===== src/design/dot2_params.svh =====
`ifndef DOT2_PARAMS_SVH
`define DOT2_PARAMS_SVH

// Float format, 1 sign, 8 exponent, 18 fraction
`define FP_WIDTH        27
`define FP_EXP_WIDTH    8
`define FP_FRAC_WIDTH   18
`define FP_EXP_BIAS     127

// Integer operands and clip level
`define INT_WIDTH       16
`define INT_MAX         32767

// Edges from accepted start to result capture
`define DOT2_LATENCY    3

// APB bus widths and register map
`define APB_ADDR_WIDTH  8
`define APB_DATA_WIDTH  32
`define REG_AB          8'h00
`define REG_CD          8'h04
`define REG_CTRL        8'h08
`define REG_STATUS      8'h0C
`define REG_RESULT_INT  8'h10
`define REG_RESULT_FP   8'h14

`endif

===== src/design/dot2_pkg.sv =====
`include "dot2_params.svh"

package dot2_pkg;

	// ==================================================
	// Datapath words
	// ==================================================
	// Packed float {sign, exponent, fraction}
	typedef logic [`FP_WIDTH-1:0] fp_word_t;
	typedef logic [`FP_EXP_WIDTH-1:0] fp_exp_t;
	// Fraction without the hidden one
	typedef logic [`FP_FRAC_WIDTH-1:0] fp_frac_t;
	// Two's complement operand or result
	typedef logic signed [`INT_WIDTH-1:0] int_word_t;

	// Bus words
	typedef logic [`APB_ADDR_WIDTH-1:0] apb_addr_t;
	typedef logic [`APB_DATA_WIDTH-1:0] apb_data_t;

	// Controller sequence
	typedef enum logic {
		CTRL_IDLE,
		CTRL_BUSY
	} ctrl_state_t;

endpackage


===== src/design/dot2_top.sv =====
`timescale 1ns/1ps

module dot2_top import dot2_pkg::*; (
	input  logic      iCLK,
	input  logic      reset_key,
	input  apb_addr_t paddr,
	input  logic      psel,
	input  logic      penable,
	input  logic      pwrite,
	input  apb_data_t pwdata,
	output apb_data_t prdata,
	output logic      pready,
	output logic      pslverr
);

	int_word_t op_a;
	int_word_t op_b;
	int_word_t op_c;
	int_word_t op_d;
	fp_word_t prod_ab;
	fp_word_t prod_cd;
	fp_word_t sum;
	int_word_t sum_int;

	// Register block and sequencing
	dot2_apb_ctrl ctrl_inst (
		.iCLK(iCLK), .reset_key(reset_key),
		.paddr(paddr), .psel(psel), .penable(penable), .pwrite(pwrite),
		.pwdata(pwdata), .prdata(prdata), .pready(pready), .pslverr(pslverr),
		.op_a(op_a), .op_b(op_b), .op_c(op_c), .op_d(op_d),
		.sum(sum), .sum_int(sum_int)
	);

	// Lanes run side by side
	fp_product_lane lane_ab (.iCLK(iCLK), .a(op_a), .b(op_b), .product(prod_ab));
	fp_product_lane lane_cd (.iCLK(iCLK), .a(op_c), .b(op_d), .product(prod_cd));

	// a*b + c*d, two stages
	fp_sum_stage sum_inst (
		.iCLK(iCLK), .lhs(prod_ab), .rhs(prod_cd),
		.sum(sum), .sum_int(sum_int)
	);

endmodule


===== src/design/dot2_apb_ctrl.sv =====
`timescale 1ns/1ps
`include "dot2_params.svh"

module dot2_apb_ctrl import dot2_pkg::*; (
	input  logic      iCLK,
	input  logic      reset_key,
	// APB slave
	input  apb_addr_t paddr,
	input  logic      psel,
	input  logic      penable,
	input  logic      pwrite,
	input  apb_data_t pwdata,
	output apb_data_t prdata,
	output logic      pready,
	output logic      pslverr,
	// Operands to the lanes
	output int_word_t op_a,
	output int_word_t op_b,
	output int_word_t op_c,
	output int_word_t op_d,
	// Summing stage results
	input  fp_word_t  sum,
	input  int_word_t sum_int
);

	ctrl_state_t state;
	logic [1:0] cycle_cnt;
	logic busy;
	logic done;
	logic access;
	logic wr_en;
	logic rd_en;
	logic addr_hit;
	logic start;
	fp_word_t result_fp;
	int_word_t result_int;

	// ==================================================
	// APB decode
	// ==================================================
	// Access phase only, no wait states
	assign access = psel & penable;
	assign wr_en = access & pwrite;
	assign rd_en = access & ~pwrite;
	assign pready = 1'b1;

	always_comb begin
		case (paddr)
			`REG_AB, `REG_CD, `REG_CTRL, `REG_STATUS,
			`REG_RESULT_INT, `REG_RESULT_FP: addr_hit = 1'b1;
			default: addr_hit = 1'b0;
		endcase
	end

	// Error on an unmapped offset
	assign pslverr = access & ~addr_hit;

	assign busy = (state == CTRL_BUSY);
	// Start only counts while idle
	assign start = wr_en && (paddr == `REG_CTRL) && pwdata[0] && !busy;

	// Operands frozen for the whole computation
	always_ff @(posedge iCLK) begin
		if (reset_key) begin
			op_a <= '0;
			op_b <= '0;
			op_c <= '0;
			op_d <= '0;
		end else if (wr_en && !busy) begin
			if (paddr == `REG_AB) begin
				op_a <= pwdata[15:0];
				op_b <= pwdata[31:16];
			end
			if (paddr == `REG_CD) begin
				op_c <= pwdata[15:0];
				op_d <= pwdata[31:16];
			end
		end
	end

	// ==================================================
	// Start, countdown, capture
	// ==================================================
	always_ff @(posedge iCLK) begin
		if (reset_key) begin
			state <= CTRL_IDLE;
			cycle_cnt <= '0;
			done <= 1'b0;
			result_fp <= '0;
			result_int <= '0;
		end else begin
			case (state)
				CTRL_IDLE: begin
					if (start) begin
						state <= CTRL_BUSY;
						cycle_cnt <= 2'(`DOT2_LATENCY - 1);
						done <= 1'b0;
					end
				end
				CTRL_BUSY: begin
					// Last busy edge latches the launched item
					if (cycle_cnt == 0) begin
						state <= CTRL_IDLE;
						done <= 1'b1;
						result_fp <= sum;
						result_int <= sum_int;
					end else begin
						cycle_cnt <= cycle_cnt - 2'd1;
					end
				end
				default: state <= CTRL_IDLE;
			endcase
		end
	end

	// ==================================================
	// Read mux
	// ==================================================
	always_comb begin
		prdata = '0;
		if (rd_en) begin
			case (paddr)
				`REG_AB: prdata = {op_b, op_a};
				`REG_CD: prdata = {op_d, op_c};
				`REG_STATUS: prdata = {30'b0, done, busy};
				// Sign extended to the bus
				`REG_RESULT_INT: prdata = {{16{result_int[15]}}, result_int};
				`REG_RESULT_FP: prdata = {{(`APB_DATA_WIDTH-`FP_WIDTH){1'b0}}, result_fp};
				default: prdata = '0;
			endcase
		end
	end

endmodule


===== src/design/fp_sum_stage.sv =====
`timescale 1ns/1ps
`include "dot2_params.svh"

module fp_sum_stage import dot2_pkg::*; (
	input  logic      iCLK,
	input  fp_word_t  lhs,
	input  fp_word_t  rhs,
	output fp_word_t  sum,
	output int_word_t sum_int
);

	fp_exp_t lhs_exp;
	fp_exp_t rhs_exp;
	fp_frac_t lhs_man;
	fp_frac_t rhs_man;
	fp_exp_t diff_lhs;
	fp_exp_t diff_rhs;
	fp_exp_t larger_exp;
	logic lhs_larger;
	logic [2*`FP_FRAC_WIDTH:0] lhs_aligned;
	logic [2*`FP_FRAC_WIDTH:0] rhs_aligned;
	logic [2*`FP_FRAC_WIDTH:0] pre_sum;

	// ==================================================
	// Stage 1, align and add
	// ==================================================
	assign lhs_exp = lhs[`FP_WIDTH-2:`FP_FRAC_WIDTH];
	assign rhs_exp = rhs[`FP_WIDTH-2:`FP_FRAC_WIDTH];
	assign lhs_man = {1'b1, lhs[`FP_FRAC_WIDTH-1:1]};
	assign rhs_man = {1'b1, rhs[`FP_FRAC_WIDTH-1:1]};
	assign diff_lhs = rhs_exp - lhs_exp;
	assign diff_rhs = lhs_exp - rhs_exp;
	assign larger_exp = (rhs_exp > lhs_exp) ? rhs_exp : lhs_exp;
	// Magnitude order, fraction breaks an exponent tie
	assign lhs_larger = (lhs_exp > rhs_exp) || (lhs_exp == rhs_exp && lhs_man > rhs_man);

	// Smaller operand shifts right, gone entirely past 35
	assign lhs_aligned = lhs_larger ? {1'b0, lhs_man, {`FP_FRAC_WIDTH{1'b0}}} :
		(diff_lhs > 8'd35) ? '0 : ({1'b0, lhs_man, {`FP_FRAC_WIDTH{1'b0}}} >> diff_lhs);
	assign rhs_aligned = !lhs_larger ? {1'b0, rhs_man, {`FP_FRAC_WIDTH{1'b0}}} :
		(diff_rhs > 8'd35) ? '0 : ({1'b0, rhs_man, {`FP_FRAC_WIDTH{1'b0}}} >> diff_rhs);

	// Unlike signs subtract the smaller magnitude
	assign pre_sum = (lhs[`FP_WIDTH-1] ^ rhs[`FP_WIDTH-1]) ?
		(lhs_larger ? lhs_aligned - rhs_aligned : rhs_aligned - lhs_aligned) :
		lhs_aligned + rhs_aligned;

	logic [2*`FP_FRAC_WIDTH:0] s1_pre_sum;
	fp_exp_t s1_larger_exp;
	logic s1_lhs_zero;
	logic s1_rhs_zero;
	fp_word_t s1_lhs;
	fp_word_t s1_rhs;
	logic s1_sign;

	always_ff @(posedge iCLK) begin
		s1_pre_sum <= pre_sum;
		s1_larger_exp <= larger_exp;
		s1_lhs_zero <= (lhs_exp == 0);
		s1_rhs_zero <= (rhs_exp == 0);
		s1_lhs <= lhs;
		s1_rhs <= rhs;
		// Result takes the sign of the larger magnitude
		s1_sign <= lhs_larger ? lhs[`FP_WIDTH-1] : rhs[`FP_WIDTH-1];
	end

	// ==================================================
	// Stage 2, normalise and register
	// ==================================================
	fp_exp_t shft;
	logic [3*`FP_FRAC_WIDTH-1:0] frac_shift;
	fp_exp_t sum_exp;
	logic underflow;

	// Leading one, 37 means nothing is left
	always_comb begin
		shft = fp_exp_t'(2 * `FP_FRAC_WIDTH + 1);
		for (int i = 0; i <= 2 * `FP_FRAC_WIDTH; i++) begin
			if (s1_pre_sum[i]) begin
				shft = fp_exp_t'(2 * `FP_FRAC_WIDTH - i);
			end
		end
	end

	// Extra place drops the hidden one
	assign frac_shift = {s1_pre_sum, {(`FP_FRAC_WIDTH-1){1'b0}}} << (shft + 1);
	assign sum_exp = s1_larger_exp - shft + 8'd1;
	// Cancelled to zero or exponent below 1
	assign underflow = (s1_pre_sum == 0) || (s1_larger_exp < shft);

	always_ff @(posedge iCLK) begin
		if (s1_lhs_zero && s1_rhs_zero) begin
			sum <= '0;
		end else if (s1_lhs_zero) begin
			sum <= s1_rhs;
		end else if (s1_rhs_zero) begin
			sum <= s1_lhs;
		end else if (underflow) begin
			sum <= '0;
		end else begin
			sum <= {s1_sign, sum_exp, frac_shift[3*`FP_FRAC_WIDTH-1 -: `FP_FRAC_WIDTH]};
		end
	end

	// ==================================================
	// Float to integer, clipped
	// ==================================================
	fp_exp_t sum_e;
	logic [`INT_WIDTH+`FP_FRAC_WIDTH-1:0] int_shift;
	int_word_t int_mag;

	assign sum_e = sum[`FP_WIDTH-2:`FP_FRAC_WIDTH];
	// 1.frac moved up by the unbiased exponent
	assign int_shift = {{(`INT_WIDTH-1){1'b0}}, 1'b1, sum[`FP_FRAC_WIDTH-1:0]}
		<< fp_exp_t'(sum_e - `FP_EXP_BIAS);
	assign int_mag = int_shift[`INT_WIDTH+`FP_FRAC_WIDTH-1:`FP_FRAC_WIDTH];

	always_comb begin
		if (sum_e < `FP_EXP_BIAS) begin
			sum_int = '0;
		end else if (sum_e > `FP_EXP_BIAS + `INT_WIDTH - 2) begin
			sum_int = sum[`FP_WIDTH-1] ? int_word_t'(-`INT_MAX) : int_word_t'(`INT_MAX);
		end else begin
			sum_int = sum[`FP_WIDTH-1] ? -int_mag : int_mag;
		end
	end

endmodule


===== src/design/fp_product_lane.sv =====
`timescale 1ns/1ps
`include "dot2_params.svh"

module fp_product_lane import dot2_pkg::*; (
	input  logic      iCLK,
	input  int_word_t a,
	input  int_word_t b,
	output fp_word_t  product
);

	// ==================================================
	// Integer to float
	// ==================================================
	function automatic fp_word_t int_to_fp(input int_word_t value);
		logic [`INT_WIDTH-1:0] mag;
		fp_exp_t shft;
		fp_exp_t exp;
		logic [`INT_WIDTH+`FP_FRAC_WIDTH-1:0] shift_buf;
		// Magnitude, 16'h8000 is still right read as unsigned
		mag = value[`INT_WIDTH-1] ? -value : value;
		// Leading one search, highest set bit wins
		shft = fp_exp_t'(`FP_FRAC_WIDTH + 1);
		for (int i = 0; i < `INT_WIDTH; i++) begin
			if (mag[i]) begin
				shft = fp_exp_t'(`FP_FRAC_WIDTH - i);
			end
		end
		// Bias + 18 - shift
		exp = fp_exp_t'(`FP_EXP_BIAS + `FP_FRAC_WIDTH) - shft;
		// Hidden one ends up on bit 18 and drops off
		shift_buf = {{`FP_FRAC_WIDTH{1'b0}}, mag} << shft;
		if (value == 0) begin
			return '0;
		end
		return {value[`INT_WIDTH-1], exp, shift_buf[`FP_FRAC_WIDTH-1:0]};
	endfunction

	fp_word_t fa;
	fp_word_t fb;
	fp_exp_t a_exp;
	fp_exp_t b_exp;
	fp_frac_t a_man;
	fp_frac_t b_man;
	logic [2*`FP_FRAC_WIDTH-1:0] man_prod;
	logic [`FP_EXP_WIDTH:0] exp_sum;
	fp_exp_t prod_exp;
	fp_frac_t prod_frac;
	logic underflow;

	assign fa = int_to_fp(a);
	assign fb = int_to_fp(b);
	assign a_exp = fa[`FP_WIDTH-2:`FP_FRAC_WIDTH];
	assign b_exp = fb[`FP_WIDTH-2:`FP_FRAC_WIDTH];

	// ==================================================
	// Float multiply
	// ==================================================
	// Hidden one restored, fraction LSB dropped
	assign a_man = {1'b1, fa[`FP_FRAC_WIDTH-1:1]};
	assign b_man = {1'b1, fb[`FP_FRAC_WIDTH-1:1]};
	assign man_prod = a_man * b_man;
	// Nine bits so the carry survives
	assign exp_sum = a_exp + b_exp;

	// Renormalise on a carry into the top bit
	assign prod_exp = man_prod[2*`FP_FRAC_WIDTH-1] ?
		fp_exp_t'(exp_sum - (`FP_EXP_BIAS - 1)) : fp_exp_t'(exp_sum - `FP_EXP_BIAS);
	assign prod_frac = man_prod[2*`FP_FRAC_WIDTH-1] ?
		man_prod[2*`FP_FRAC_WIDTH-2 -: `FP_FRAC_WIDTH] :
		man_prod[2*`FP_FRAC_WIDTH-3 -: `FP_FRAC_WIDTH];
	assign underflow = exp_sum < (`FP_EXP_BIAS + 1);

	// One cycle from operands to product
	always_ff @(posedge iCLK) begin
		if (underflow || a_exp == 0 || b_exp == 0) begin
			product <= '0;
		end else begin
			product <= {fa[`FP_WIDTH-1] ^ fb[`FP_WIDTH-1], prod_exp, prod_frac};
		end
	end

endmodule


===== config.mk =====
export PLATFORM = sky130hd
export DESIGN_NAME = dot2_top
export DESIGN_NICKNAME = d
export VERILOG_FILES = /design/src/design/dot2_pkg.sv /design/src/design/dot2_top.sv /design/src/design/dot2_apb_ctrl.sv /design/src/design/fp_sum_stage.sv /design/src/design/fp_product_lane.sv
export VERILOG_INCLUDE_DIRS = /design/src /design/src/design
export SDC_FILE = /design/constraint.sdc
export NUM_CORES = 2
export LEC_CHECK = 0
export ABC_AREA = 1
export BUFFER_PORTS_ARGS = -buffer_cell sky130_fd_sc_hd__clkbuf_2
export CAP_MARGIN = 20
export CORE_MARGIN = 2
export CORE_UTILIZATION = 45
export DETAILED_ROUTE_END_ITERATION = 16
export PLACE_DENSITY = 0.59
export SYNTH_ARGS = -nofsm -noshare
export SYNTH_HDL_FRONTEND = slang
export SYNTH_SLANG_ARGS = --single-unit

===== constraint.sdc =====
create_clock -name iCLK -period 22.2 [get_ports iCLK]
set_clock_uncertainty 0.15 [all_clocks]
set_input_delay 0 -clock iCLK [delete_from_list [all_inputs] [get_ports iCLK]]
set_output_delay 0 -clock iCLK [all_outputs]
set_load 0.01 [all_outputs]

# Yosys cells after proc, flatten, opt, wreduce, memory -nomap -nowiden
# Cells that the tools add are included.
[totals] register_bits=294 elab_cells=263 inputBits=45 out_inout_bits=34
[op_classes] n_shift=8 addsub=25 n_lt_le_gt_ge=10 eq_ne=9 reduce_logical=32 mux=148 mul=2 n_bitwise=10
[op_table] cell="27-bit 2-to-1 mux" n=11
[op_table] cell="5-bit 2-to-1 mux" n=52
[op_table] cell="37-bit 2-to-1 mux" n=6
[op_table] cell="6-bit 2-to-1 mux" n=32
[op_table] cell="32-bit one-hot mux with 5 select lines" n=1
[op_table] cell="32-bit zero test" n=4
[op_table] cell="16-bit 2-to-1 mux" n=8
[op_table] cell="16-bit negator" n=5
[op_table] cell="36-bit by 8-bit >> shifter with 37-bit output" n=2
[op_table] cell="37-bit subtractor" n=2
[op_table] cell="18-bit by 18-bit multiplier with 36-bit output" n=2
[op_table] cell="16-bit by 5-bit left shift with 18-bit output" n=4
[op_table] cell="8-bit zero test" n=7
[op_table] cell="54-bit by 32-bit left shift with 54-bit output" n=1
[op_table] cell="8-bit by 7-bit subtractor with 8-bit output, second input constant" n=5
[op_table] cell="37-bit adder" n=1
[op_table] cell="37-bit zero test" n=1
[op_table] cell="18-bit 2-to-1 mux" n=2
[op_table] cell="19-bit by 8-bit left shift with 34-bit output" n=1
[op_table] cell="32-bit 2-to-1 mux" n=1
[op_table] cell="8-bit by 5-bit subtractor with 8-bit output, first input constant" n=4
[op_table] cell="8-bit 2-to-1 mux" n=3
[op_table] cell="2-bit 2-to-1 mux" n=10
[op_table] cell="8-bit by 8-bit adder with 9-bit output" n=2
[op_table] cell="31 further kinds" n=77

# Depth between registers and ports, before layout
[logic_depth] ltp_word=42 ltp_mapped=67 ltp_nobuf=67

# By module
# Synthesis repeated with hierarchy kept, for this count alone.
[hier_totals] cells_unflattened=7652 area_unflattened_um2=51277.9
[modules_own_cells] module="fp_sum_stage" seq_area_each_um2=2582.5 area_each_um2=18537.8 instances=1 cells_each=3299
[modules_own_cells] module="fp_product_lane (lane_ab)" seq_area_each_um2=540.5 area_each_um2=13849.5 instances=1 cells_each=1812
[modules_own_cells] module="fp_product_lane (lane_cd)" seq_area_each_um2=540.5 area_each_um2=13753.2 instances=1 cells_each=1770
[modules_own_cells] module="dot2_apb_ctrl" seq_area_each_um2=2222.1 area_each_um2=5137.4 instances=1 cells_each=771

# Worst setup path after synthesis
# No wires, ideal clock.
[synth_path] path_type="flip-flop to flip-flop" from="reg ctrl_inst.op_b[0]" to="reg lane_ab.product[22]" slack_ps=12530 n_path_buf=2 stages_incl_launch_ff=62 t_arrival_ps=9391 required_ps=21920 period_less_slack_ps=9670 setup_time_ps=130 cell_sequence="dfxtp_1 -> inv_1 -> ha_1 -> inv_1 -> nor3_1 -> inv_1 -> nor3_1 -> inv_1 -> nor3_1 -> inv_1 -> nand2_1 -> xor2_1 -> inv_1 -> o21ai_0 -> a21oi_1 -> o21ai_0 -> nand2_1 -> nand2_1 -> [26 not listed] -> inv_1 -> a21oi_1 -> inv_1 -> a21oi_1 -> o21ai_1 -> nand3_1 -> nand2_1 -> nand3_1 -> nand2_1 -> nand3_1 -> nand2_1 -> or2_0 -> nand2_1 -> nor2_1 -> nor4_1 -> inv_1 -> o21ai_0 -> a21oi_1"
[synth_between] elab_chain_len=24 elab_cells_between_ends=32 cone_classes="add/sub (5); mul (1); order compare (1); shift (1); mux (20); reduce/logical (4)"
[synth_rtl] item="from (decl)" line_no="dot2_apb_ctrl.sv:18" source="output int_word_t op_b,"
[synth_rtl] item="from (signal assigned)" line_no="dot2_apb_ctrl.sv:72" source="op_b <= pwdata[31:16];"
[synth_rtl] item="16-bit negator" line_no="fp_product_lane.sv:20" source="mag = value[`INT_WIDTH-1] ? -value : value;"
[synth_rtl] item="16-bit 2-to-1 mux" line_no="fp_product_lane.sv:20"
[synth_rtl] item="1-bit 2-to-1 mux" line_no="fp_product_lane.sv:24" source="if (mag[i]) begin"
[synth_rtl] item="2-bit 2-to-1 mux (2 in a row)" line_no="fp_product_lane.sv:24"
[synth_rtl] item="5-bit 2-to-1 mux (13 in a row)" line_no="fp_product_lane.sv:24"
[synth_rtl] item="8-bit by 5-bit subtractor with 8-bit output" line_no="fp_product_lane.sv:29" source="exp = fp_exp_t'(`FP_EXP_BIAS + `FP_FRAC_WIDTH) - shft;"
[synth_rtl] item="27-bit 2-to-1 mux *" line_no="fp_product_lane.sv:35" source="return {value[`INT_WIDTH-1], exp, shift_buf[`FP_FRAC_WIDTH-1:0]};"
[synth_rtl] item="parallel branches: the longest is 4 deep, another holds 18-bit by 18-bit multiplier with 36-bit output"
[synth_rtl] item="to (signal assigned)" line_no="fp_product_lane.sv:78" source="product <= {fa[`FP_WIDTH-1] ^ fb[`FP_WIDTH-1], prod_exp, prod_frac};"
[synth_rtl] item="to (decl)" line_no="fp_product_lane.sv:8" source="output fp_word_t product"
# Every way passes the cells marked *.
# A chain may end at the register's enable or synchronous reset.

# Final worst setup path
[layout_path] from="reg ctrl_inst.op_c[0]" to="reg lane_cd.product[23]"
[layout_between] elab_chain_len=24 elab_cells_between_ends=32 cone_classes="add/sub (5); mul (1); order compare (1); shift (1); mux (20); reduce/logical (4)"
[layout_rtl] item="from (decl)" line_no="dot2_apb_ctrl.sv:19" source="output int_word_t op_c,"
[layout_rtl] item="from (signal assigned)" line_no="dot2_apb_ctrl.sv:75" source="op_c <= pwdata[15:0];"
[layout_rtl] item="16-bit negator" line_no="fp_product_lane.sv:20"
[layout_rtl] item="16-bit 2-to-1 mux" line_no="fp_product_lane.sv:20"
[layout_rtl] item="1-bit 2-to-1 mux" line_no="fp_product_lane.sv:24"
[layout_rtl] item="2-bit 2-to-1 mux (2 in a row)" line_no="fp_product_lane.sv:24"
[layout_rtl] item="5-bit 2-to-1 mux (13 in a row)" line_no="fp_product_lane.sv:24"
[layout_rtl] item="8-bit by 5-bit subtractor with 8-bit output" line_no="fp_product_lane.sv:29"
[layout_rtl] item="27-bit 2-to-1 mux *" line_no="fp_product_lane.sv:35"
[layout_rtl] item="parallel branches: the longest is 4 deep, another holds 18-bit by 18-bit multiplier with 36-bit output"
[layout_rtl] item="to (signal assigned)" line_no="fp_product_lane.sv:78"
[layout_rtl] item="to (decl)" line_no="fp_product_lane.sv:8"
# Marks and branches as above.

==> flow_metrics.py <==
metrics = {
    "setup_path": {
        "cp_data_required_time_ps": 22520,
        "crit_arrival_ps": 12940,
        "start_kind": "flop",
        "reg2reg_from": "ctrl_inst.op_c[0]",
        "worstSetupEndpointType": "flop",
        "slowest_delay_ps": 590,
        "critPathKind": "reg2reg",
        "cp_max_fo": 23,
        "worst_path_most_repeated_cell": "inv_1",
        "crit_path_start": "ctrl_inst.op_c[0]",
        "slowest_stage": "inv_1",
    },
    "status": {
        "status": "complete, no violations",
    },
    "power_and_ir_drop": {
        "leakage_nw": 26.3,
        "combPwrFrac": 0.440,
        "pwr-share-seq": 0.276,
        "ir_drop_mv": 0.0811,
        "p_int_w": 0.00113,
        "p_clk_frac": 0.284,
        "swShare": 0.408,
        "power_density_nw_per_um2": 36.8,
        "p_switching_w": 0.000779,
    },
    "placed_design": {
        "postPlaceCellArea_um2": 50400,
        "port_buffers": 77,
        "gp_congestion": 0.991,
        "hpwl_mm": 146,
        "pre_cts_ws_ps": 9670,
    },
    "hold_path": {
        "hold_start": "paddr[3]",
        "hold_class": "in2reg",
    },
    "timing": {
        "rsz0062_at_grt": "no",
        "post-route-period-util": 0.568,
        "clock.fmax_mhz": 79.3,
        "setup_slack_ps": 9590,
        "relSlewSlack": 0.301,
        "post-route-min-period_ps": 12610,
        "hold_viol": 0,
        "fin_tns_setup_ps": 0,
        "setup_viol": 0,
        "maxSlewViolCount": 0,
        "tightest_slew_ps": 1050,
    },
    "routing": {
        "routed_wl_mm": 174,
        "routedWlPerCell_um": 19.9,
        "antenna_left": 0,
        "avgViaCountPerCell": 5.37,
        "dr_total_vias": 46911,
        "dr.pass1.iters": 6,
        "drt_iter0_drc": 4072,
        "drc": 0,
    },
    "synthesis": {
        "synth-async-reset-ratio": 0,
        "synth-seq-cells": 294,
        "synth_ff_type": "dfxtp_1",
        "synth_top_cell_by_area": "fa_1",
        "yosysTopAreaCellShare": 0.214,
        "synth_area_per_cell_um2": 6.74,
        "synth_top_cells_by_count": "inv_1, nand2_1, nor2_1, a21oi_1, o21ai_0",
        "synthCells": 7158,
        "netlist-cell-type-count": 83,
        "yosysMostFrequentCell": "inv_1",
        "syn-cell-area_um2": 48300,
        "yosys_warnings": 0,
        "synth.area.top_cells": "fa_1, dfxtp_1, inv_1",
        "yosysSeqAreaShare": 0.122,
        "synth_edf_count": 0,
    },
    "cts": {
        "numCtsBuffers": 29,
        "h-tree-depth": 1,
        "cts_tree": "built",
        "clkTransAtPathRegs_ps": 70,
        "cts_root_buf": "clkbuf_16",
        "cts_setup_buffers": 0,
        "ctsLongestPathBuffers": 3,
        "clock_latency_ps": 600,
        "clock-sinks": 294,
    },
    "global_routing": {
        "antenna_found_initial": 2,
        "grt_max_degree": 78,
        "grt_pass1_wl_mm": 268,
        "grt_overflow_total": 0,
        "grt_usage": 0.312,
        "grt_pass1_vias": 45468,
    },
    "cells_and_area": {
        "final_cell_area_um2": 51900,
        "fin_nets": 8244,
        "fillerInstances": 11245,
        "regArea_um2": 5890,
        "area_growth_pct": 7.53,
        "final_layout_size_suffix_gt1_frac": 0.0490,
        "multi_input_area_um2": 36700,
    },
    "die": {
        "fp.dieW_um": 332,
        "dieHeight_um": 332,
        "ios": 79,
        "core_um2": 107000,
        "start_util": 0.452,
        "die_area_um2": 110000,
        "rows": 120,
    },
    "flow_run": {
        "max_cap_violations": 0,
    },
}
==> kinds of logic (layout without fill, tap and decap cells) <==
logic type      Yosys count  after routing  synth area share
other cells               2            198          0.000156
xor+xnor                145            145            0.0267
flops                   294            294             0.122
simple gates           2633           2633             0.227
compound gates         1485           1485             0.174
buf+inv                1683           1654             0.133
mux                      18             18           0.00373
fa+ha+maj               898            898             0.313
==> final cells by class <==
cell class,instances,share of cell area
Clock inverter,13,0.00316
Antenna cell,2,0.0000964
Sequential cell,294,0.113
Inverter,1441,0.104
Tap cell,1403,0.0338
Clock buffer,40,0.0163
Multi-Input combinational cell,5375,0.707
Timing Repair Buffer,160,0.0221
==> worst paths after layout <==
path | endpoint | slack, ps | cells past startpoint
setup reg to reg | lane_cd.product[23] | 9590 | 59
hold reg to reg | sum_inst.s1_rhs[9] | 210 | 0
hold / removal | ctrl_inst.op_a[13] | 80 | 6
setup / recovery | lane_cd.product[23] | 9590 | 59
==> through the flow <==
| step | instances | utilization | power, W | hold slack (ps) |
|---|---|---|---|---|
| after floorplan | 7352 | - | 0.00109 | -24.3 |
| after global placement | 8625 | 0.472 | 0.00138 | 124 |
| after detailed placement | 8626 | 0.472 | 0.00138 | 136 |
| after CTS | 8726 | 0.486 | 0.00193 | 14.6 |
| after global routing | 8726 | 0.486 | 0.00207 | 82.8 |
| final | 8728 | 0.486 | 0.00191 | 75.4 |
==> power by group through the flow <==
stage,combinational [W],sequential (W),clock [W]
floorplan,0.000552,0.000540,0
global placement,0.000836,0.000540,0
detailed placement,0.000838,0.000540,0
CTS,0.000853,0.000528,0.000546
global route,0.000972,0.000527,0.000566
finish,0.000841,0.000528,0.000541
==> flip-flops by register name, summed over array words and instances (netlist names) <==
signal and flops:
ctrl_inst.busy 1, ctrl_inst.cycle_cnt 2, ctrl_inst.done 1, ctrl_inst.op_a 16
ctrl_inst.op_b 16, ctrl_inst.op_c 16, ctrl_inst.op_d 16, ctrl_inst.result_fp 27
ctrl_inst.result_int 16, lane_ab.product 27, lane_cd.product 27, sum_inst.s1_larger_exp 8
sum_inst.s1_lhs 27, sum_inst.s1_lhs_zero 1, sum_inst.s1_pre_sum 37, sum_inst.s1_rhs 27
sum_inst.s1_rhs_zero 1, sum_inst.s1_sign 1, sum_inst.sum 27
==> placed cells by master (no fill, tap or decap), types with 18 or more instances in the layout <==
cell type and n:
clkinv_1 26, conb_1 196, xnor2_1 36, nand2_2 20
o22ai_1 41, o21ai_0 524, dlygate4sd3_1 47, o21ai_2 22
a221oi_1 22, dfxtp_1 294, o21ai_1 100, a21oi_1 532
o211ai_1 37, nor2_2 26, a31oi_1 29, nand3_1 322
inv_1 1372, or2_2 27, nand4_1 39, nor2_1 717
xor2_1 107, buf_4 35, clkbuf_16 29, inv_2 43
clkbuf_2 77, ha_1 382, mux2i_1 18, fa_1 516
nor3_1 72, nand2_1 1347
==> critical path, delay by kind of cell (launching register included) <==
| kind | cells | cell delay, ps |
|---|---|---|
| fa+ha+maj | 8 | 3380 |
| flops | 1 | 330 |
| compound gates | 17 | 3650 |
| xor+xnor | 1 | 330 |
| buf+inv | 14 | 1940 |
| simple gates | 19 | 2660 |
==> per-layer routing <==
metal  GRT usage  vias up  wire (µm)
met5           0        -         27
met4       0.120        4       8260
met3      0.0313      277      10100
met2       0.522     1541      80600
met1       0.416    22357      74900
li1            -    22732          -
==> timing repair <==
item,CTS,global route
endpoints found under the hold margin,84,0
gates resized for setup,0,0
hold buffers,47,0
Power figures use the tool's default switching activity.
